$ cat src/verilog/board_pkg.sv
package board_pkg;

  localparam int XLEN      = 32;  // register width
  localparam int NREGS     = 16;  // register count
  localparam int AW        = 8;   // program address width
  localparam int ROM_DEPTH = 256; // program words

  localparam int BAUD_DIV  = 16;  // clocks per serial bit
  localparam int BAUD_CW   = $clog2(BAUD_DIV);

  localparam int IO_IRR     = 0;  // io address of the request flag
  localparam int IO_RX_DATA = 1;  // io address of the received byte

  typedef enum logic [3:0] {
    OP_LI   = 4'd0,   // rd = imm
    OP_ADDI = 4'd1,   // rd = rs1 + imm
    OP_JMP  = 4'd3,   // pc = rs1
    OP_IN   = 4'd6,   // rd = io(imm)
    OP_OUT  = 4'd7,   // out port = rs1
    OP_INTR = 4'd8,   // intr(imm) = rs1
    OP_IRET = 4'd9,
    OP_HALT = 4'd10
  } op_e;

  // interrupt controller command selector, taken from imm of OP_INTR
  typedef enum logic [1:0] {
    INTR_ACK = 2'd0,
    INTR_EN  = 2'd1,
    INTR_VEC = 2'd2
  } intr_sel_e;

  typedef struct packed {
    logic [11:0] imm;
    logic [3:0]  rs2;
    logic [3:0]  rs1;
    logic [3:0]  rd;
    logic [3:0]  opt;    // reserved
    op_e         opcode;
  } instr_t;

  typedef struct packed {
    logic          valid;
    intr_sel_e     sel;
    logic [AW-1:0] value;
  } intr_cmd_t;

endpackage

$ cat src/verilog/cpu.sv
`timescale 1ns/1ps

module cpu (
  input  logic                       clk,
  input  logic                       rst_n,
  input  logic                       run,
  input  logic                       uart_rx,
  output logic [board_pkg::AW-1:0]   fetch_addr,
  input  board_pkg::instr_t          instr,
  output logic                       out_valid,
  output logic [board_pkg::XLEN-1:0] out_data,
  output logic                       irq_pending,
  output logic                       halted
);
  import board_pkg::*;

  logic [XLEN-1:0] regs [NREGS];  // register file, x0 is writable
  logic [AW-1:0]   pc;
  logic [AW-1:0]   pc_next;
  logic [AW-1:0]   vector;
  logic [AW-1:0]   epc;
  logic [7:0]      rx_data;
  logic            rx_valid;
  logic            irr;
  logic            trap_req;
  logic            trap_take;
  logic            issue;
  logic            iret;
  logic            rd_we;
  logic            out_fire;
  logic            halt_fire;
  logic [XLEN-1:0] rs1_val;
  logic [XLEN-1:0] imm_ext;
  logic [XLEN-1:0] io_rdata;
  logic [XLEN-1:0] rd_val;
  intr_cmd_t       cmd;

  uart_rx u_uart_rx (
    .clk      (clk),
    .rst_n    (rst_n),
    .rx       (uart_rx),
    .rx_data  (rx_data),
    .rx_valid (rx_valid)
  );

  intr_ctrl u_intr_ctrl (
    .clk       (clk),
    .rst_n     (rst_n),
    .rx_valid  (rx_valid),
    .cmd       (cmd),
    .trap_take (trap_take),
    .iret      (iret),
    .ret_pc    (pc),
    .irr       (irr),
    .trap_req  (trap_req),
    .vector    (vector),
    .epc       (epc)
  );

  // a pending trap replaces the fetched word for this cycle
  assign trap_take = run && trap_req;
  assign issue     = run && !trap_req;

  assign fetch_addr  = pc;
  assign irq_pending = irr;

  assign rs1_val = regs[instr.rs1];
  assign imm_ext = {{(XLEN - 12){instr.imm[11]}}, instr.imm};  // sign extend

  always_comb begin
    io_rdata = '0;
    if (instr.imm == 12'(IO_RX_DATA)) begin
      io_rdata = XLEN'(rx_data);
    end else if (instr.imm == 12'(IO_IRR)) begin
      io_rdata = XLEN'(irr);
    end
  end

  always_comb begin
    rd_we     = 1'b0;
    rd_val    = '0;
    pc_next   = pc + 1'b1;
    cmd       = '0;
    iret      = 1'b0;
    out_fire  = 1'b0;
    halt_fire = 1'b0;
    case (instr.opcode)
      OP_LI: begin
        rd_we  = 1'b1;
        rd_val = imm_ext;
      end
      OP_ADDI: begin
        rd_we  = 1'b1;
        rd_val = rs1_val + imm_ext;
      end
      OP_JMP:  pc_next = rs1_val[AW-1:0];
      OP_IN: begin
        rd_we  = 1'b1;
        rd_val = io_rdata;
      end
      OP_OUT:  out_fire = 1'b1;
      OP_INTR: begin
        cmd.valid = issue;
        cmd.sel   = intr_sel_e'(instr.imm[1:0]);
        cmd.value = rs1_val[AW-1:0];
      end
      OP_IRET: begin
        iret    = issue;
        pc_next = epc;
      end
      OP_HALT: begin
        halt_fire = 1'b1;
        pc_next   = pc;  // park on the halt word, only a trap moves pc
      end
      default: ;  // unused codes are no-ops
    endcase
  end

  always_ff @(posedge clk or negedge rst_n) begin
    if (!rst_n) begin
      pc        <= '0;
      halted    <= 1'b0;
      out_valid <= 1'b0;
    end else begin
      if (trap_take) pc <= vector;
      else if (issue) pc <= pc_next;

      if (issue && halt_fire) halted <= 1'b1;  // sticky until reset
      out_valid <= issue && out_fire;
    end
  end

  always_ff @(posedge clk) begin
    if (issue && rd_we) regs[instr.rd] <= rd_val;
    if (issue && out_fire) out_data <= rs1_val;
  end

endmodule

$ cat src/verilog/intr_ctrl.sv
`timescale 1ns/1ps

module intr_ctrl (
  input  logic                     clk,
  input  logic                     rst_n,
  input  logic                     rx_valid,
  input  board_pkg::intr_cmd_t     cmd,
  input  logic                     trap_take,
  input  logic                     iret,
  input  logic [board_pkg::AW-1:0] ret_pc,
  output logic                     irr,
  output logic                     trap_req,
  output logic [board_pkg::AW-1:0] vector,
  output logic [board_pkg::AW-1:0] epc
);
  import board_pkg::*;

  logic ie;      // interrupt enable
  logic active;  // handler running
  logic ack;
  logic en_wr;
  logic vec_wr;

  assign ack    = cmd.valid && (cmd.sel == INTR_ACK) && cmd.value[0];
  assign en_wr  = cmd.valid && (cmd.sel == INTR_EN);
  assign vec_wr = cmd.valid && (cmd.sel == INTR_VEC);

  assign trap_req = irr && ie && !active;

  always_ff @(posedge clk or negedge rst_n) begin
    if (!rst_n) begin
      irr    <= 1'b0;
      ie     <= 1'b0;
      active <= 1'b0;
      vector <= '0;
    end else begin
      if (rx_valid) irr <= 1'b1;  // set beats clear
      else if (ack) irr <= 1'b0;

      // taking a trap drops the enable so a stale request cannot re-trap
      if (trap_take)  ie <= 1'b0;
      else if (en_wr) ie <= cmd.value[0];

      if (trap_take) active <= 1'b1;
      else if (iret) active <= 1'b0;

      if (vec_wr) vector <= cmd.value;
    end
  end

  always_ff @(posedge clk) begin
    if (trap_take) epc <= ret_pc;  // address of the skipped instruction
  end

endmodule

$ cat src/verilog/uart_rx.sv
`timescale 1ns/1ps

module uart_rx (
  input  logic       clk,
  input  logic       rst_n,
  input  logic       rx,
  output logic [7:0] rx_data,
  output logic       rx_valid
);
  import board_pkg::*;

  typedef enum logic [1:0] {
    ST_IDLE,
    ST_START,
    ST_DATA,
    ST_STOP
  } state_e;

  state_e             state;
  logic [1:0]         rx_sync;  // two flop synchronizer
  logic               rx_prev;
  logic               rx_s;
  logic [BAUD_CW-1:0] baud_cnt;
  logic [2:0]         bit_cnt;
  logic [7:0]         shift;
  logic               baud_mid;
  logic               baud_end;

  assign rx_s     = rx_sync[1];
  assign baud_mid = (baud_cnt == BAUD_CW'(BAUD_DIV / 2 - 1));
  assign baud_end = (baud_cnt == BAUD_CW'(BAUD_DIV - 1));

  always_ff @(posedge clk or negedge rst_n) begin
    if (!rst_n) begin
      rx_sync <= 2'b11;  // line idles high
      rx_prev <= 1'b1;
    end else begin
      rx_sync <= {rx_sync[0], rx};
      rx_prev <= rx_s;
    end
  end

  always_ff @(posedge clk or negedge rst_n) begin
    if (!rst_n) begin
      state    <= ST_IDLE;
      baud_cnt <= '0;
      bit_cnt  <= '0;
      rx_valid <= 1'b0;
    end else begin
      rx_valid <= 1'b0;
      case (state)
        ST_IDLE: begin
          baud_cnt <= '0;
          if (rx_prev && !rx_s) state <= ST_START;  // falling edge only
        end
        ST_START: begin
          if (baud_mid) begin
            baud_cnt <= '0;
            bit_cnt  <= '0;
            state    <= rx_s ? ST_IDLE : ST_DATA;  // glitch rejected
          end else begin
            baud_cnt <= baud_cnt + 1'b1;
          end
        end
        ST_DATA: begin
          if (baud_end) begin
            baud_cnt <= '0;
            bit_cnt  <= bit_cnt + 1'b1;
            if (bit_cnt == 3'd7) state <= ST_STOP;
          end else begin
            baud_cnt <= baud_cnt + 1'b1;
          end
        end
        ST_STOP: begin
          if (baud_end) begin
            state    <= ST_IDLE;
            rx_valid <= rx_s;  // bad stop bit drops the byte
          end else begin
            baud_cnt <= baud_cnt + 1'b1;
          end
        end
        default: state <= ST_IDLE;
      endcase
    end
  end

  always_ff @(posedge clk) begin
    if (state == ST_DATA && baud_end) shift <= {rx_s, shift[7:1]};  // lsb first
    if (state == ST_STOP && baud_end && rx_s) rx_data <= shift;
  end

endmodule
$ cat config.mk
export PLATFORM = sky130hd
export DESIGN_NAME = cpu
export DESIGN_NICKNAME = d
export VERILOG_FILES = /design/src/verilog/board_pkg.sv /design/src/verilog/cpu.sv /design/src/verilog/intr_ctrl.sv /design/src/verilog/uart_rx.sv
export SDC_FILE = /design/constraint.sdc
export NUM_CORES = 1
export LEC_CHECK = 0
export CAP_MARGIN = 20
export CORE_MARGIN = 2
export CORE_UTILIZATION = 63
export CTS_BUF_LIST = sky130_fd_sc_hd__clkbuf_16
export CTS_CLUSTER_DIAMETER = 80
export DETAILED_ROUTE_END_ITERATION = 7
export DONT_BUFFER_PORTS = 1
export GPL_ROUTABILITY_DRIVEN = 0
export PLACE_DENSITY_LB_ADDON = 0.05
export SKIP_CTS_REPAIR_TIMING = 1
export SLEW_MARGIN = 20
export SYNTH_ARGS = -nofsm -noshare
export SYNTH_HDL_FRONTEND = slang
export SYNTH_SLANG_ARGS = --single-unit
$ cat constraint.sdc
create_clock -name clk -period 5 [get_ports clk]
set_clock_uncertainty 0.2 [all_clocks]
set_input_delay 0.75 -clock clk [delete_from_list [all_inputs] [get_ports clk]]
set_output_delay 0.75 -clock clk [all_outputs]
set_load 0.02 [all_outputs]
==> results.json <==
{
  "finalSetupViolCount": 0,
  "async_flop_share_pct": 5.65,
  "instances_no_fill": 1937,
  "cp_data_required_time_ns": 5.10,
  "synth-xor-area-share_pct": 1.16,
  "cts.sinks": 602,
  "clock_path_buffers": 3,
  "cap_violations": 0,
  "placed_cells": 1828,
  "fin_crit_sh_pct": 90.9,
  "antenna_found_initial": 0,
  "crit_arrival_ns": 4.64,
  "syn-cell-area_um2": 24900,
  "ir_worst_vdd_v": 0.000307,
  "io_pins": 79,
  "seq_area_frac_synth_pct": 71.8,
  "synth_top_family_by_area": "multiplexers",
  "yosys.area_share.adder_pct": 1.84,
  "core_area_um2": 38800,
  "synthMuxAreaShare_pct": 14.7,
  "initial_core_util_pct": 64.2,
  "drive_gt1_share_pct": 24.2,
  "pre_cts_ws_ns": 0.0443,
  "clk_latency_ns": 0.60,
  "yosys_warnings": 0,
  "p_leak_nw": 9.33,
  "synthFlopType": "edfxtp_1",
  "wl_per_cell_um": 28.7,
  "outcome": "completed",
  "fmax_mhz": 220,
  "multi_input_area_um2": 6830,
  "worstSetupEndpointType": "flip-flop",
  "route.detailed.drc": 0,
  "final_hold_viol_count": 0,
  "routed_wl_mm": 55.7,
  "syn_nets": 1378,
  "vias": 13000,
  "die_x_um": 203,
  "min_path_type": "in -> reg",
  "final_nets": 1446,
  "r2r_end": "regs[4][29]",
  "synthCells": 1306,
  "cts_buffers": 58,
  "r2r_cells": 11,
  "clockRootBuffer": "clkbuf_16",
  "utilization_pct": 71.3,
  "drtAntennaViolNets": 0,
  "hp-start": "run",
  "power_density_nw_per_um2": 385,
  "dieArea_um2": 41200,
  "area_growth_pct": 10.9,
  "design_area_um2": 27700,
  "drtIter0Drc": 1401,
  "fill_cells": 2329,
  "synth-simple-area-share_pct": 4.21,
  "fin_ws_ns": 0.456,
  "seq_area_um2": 17900,
  "grt_use_total_pct": 27.9,
  "syn_area_per_cell_um2": 19.1,
  "slew_headroom_pct": 24.9,
  "fin_crit_ns": 4.54,
  "rsz0062_at_grt": "false",
  "placed_cell_area_um2": 25900,
  "yosysTopAreaCell": "edfxtp_1",
  "cts.reportedPaths.clkPinSlew_ns": 0.06,
  "grt_pass1_wl_mm": 82.5,
  "ys_types": 76,
  "synth.top_cell.area_share_pct": 68.4,
  "reg2reg_setup_slack_ns": 0.46,
  "die_h_um": 203,
  "hpwl_mm": 31.2,
  "synth-compound-area-share_pct": 4.89,
  "synth.area.top_cells": "edfxtp_1, mux4_2, dfrtp_1",
  "grt_pass1_vias": 12900,
  "critPathMaxFanout": 16,
  "htreeDepth": 2,
  "synth_edf_count": 568,
  "rows": 72,
  "ys_ff_latch": 602,
  "critPathKind": "reg -> reg",
  "grt_max_degree": 129,
  "total_power_w": 0.0107,
  "slew_violations": 0,
  "overflow": 0,
  "hold_depth": 3,
  "worst_pin_slew_ns": 1.12,
  "r2r_start": "regs[3][18]",
  "critPathLaunchType": "flip-flop",
  "vias_per_cell": 6.70,
  "drt-pass1-iter-count": 5,
  "hold_path_end": "u_intr_ctrl.active",
  "port_buffers": 0,
  "cts_tree": "yes"
}
## critical path, cell delays in order (launching register included)
cell and delay, ns:
edfxtp_1 0.38, mux4_2 0.51, mux4_2 0.55, ha_1 0.38, a21o_1 0.19, a21oi_1 0.19, nand2b_1 0.13, a21oi_1 0.06
a2111oi_0 0.60, o31ai_2 0.22, xnor2_1 0.20, o21ai_2 0.61
## state kept, by name (all words and copies together) (netlist names), named ones only
name                flops
fetch_addr              8
halted                  1
out_data               32
out_valid               1
regs                  512
u_intr_ctrl.active      1
u_intr_ctrl.epc         8
u_intr_ctrl.ie          1
u_intr_ctrl.irr         1
u_intr_ctrl.vector      8
u_uart_rx.baud_cnt      4
u_uart_rx.bit_cnt       3
u_uart_rx.rx_data       8
u_uart_rx.rx_prev       1
u_uart_rx.rx_sync       2
u_uart_rx.rx_valid      1
u_uart_rx.shift         8
u_uart_rx.state         1
## stage by stage
| step | hold slack, ns | setup TNS, ns |
|---|---|---|
| 2_1_floorplan | 0.145 | -0.0348 |
| 3_3_place_gp | 0.191 | 0 |
| 3_5_place_dp | 0.193 | 0 |
| 4_1_cts | -0.391 | 0 |
| 5_1_grt | 0.131 | 0 |
| 6_report | 0.145 | 0 |
## cell usage after synthesis (all sizes together) (18+ instances only)
library cell and instances:
edfxtp 568, mux4 155, nand2 76, o21ai 58
nor2 40, a21oi 39, ha 35, dfrtp 31
buf 30, clkbuf 30, a21o 21, nand3 18
## area by class of cell
cell class	count	share of cell area [%]
Clock buffer	59	5.34
Inverter	13	0.176
Multi-Input combinational cell	631	24.7
Timing Repair Buffer	68	1.95
Sequential cell	602	64.7
Clock inverter	45	0.755
Antenna cell	1	0.00904
Tap cell	518	2.34
## power breakdown
group	leakage, nW	switching, W	internal (W)	total [W]
clock	0.905	0.00174	0.00216	0.00391
sequential	5.69	0.000164	0.00561	0.00578
combinational	2.74	0.000522	0.000453	0.000975
total	9.33	0.00243	0.00823	0.0107
## per-layer routing
layer | share of wire, % | GRT usage, %
met1 | 40 | 39.7
met5 | 0 | 0
met2 | 50 | 45.4
met3 | 7.5 | 4.32
met4 | 2.7 | 9.07
## worst max path at each step
stage                   endpoint  slack [ns]  cells after the start   startpoint
global route        regs[14][22]        0.26                     16   regs[1][0]
CTS                  regs[1][19]        0.47                     13   regs[2][3]
global placement    regs[14][24]        0.14                     16    instr[12]
finish               regs[4][29]        0.46                     11  regs[3][18]
detailed placement   regs[3][19]        0.04                     13    instr[12]
floorplan            regs[0][31]      -0.002                     16    instr[12]
## placed cells by master (no fill, tap or decap), types with 8 or more instances in the layout
cell and instances:
nor2b_1 11, ha_1 35, xor2_1 16, a21o_1 21, nor2_1 28, o21ai_0 26
a21oi_1 37, nor2_4 12, clkbuf_16 59, and3_1 8, xnor2_1 17, o21ai_1 22
nand2b_1 8, mux4_2 152, edfxtp_1 568, nand3_1 18, buf_4 63, o21ai_2 10
dfrtp_1 31, nand2_1 76, mux2_2 8, clkinv_1 16, inv_1 32
## kinds of logic after synthesis
| kind of cell | after synthesis |
|---|---|
| muxes | 170 |
| AOI/OAI and AO/OA | 180 |
| and+or+nand+nor | 212 |
| buffers and inverters | 73 |
| DFF | 602 |
| adders and majority gates | 36 |
| xor gates and xnor gates | 33 |
Power figures use the tool's default switching activity.
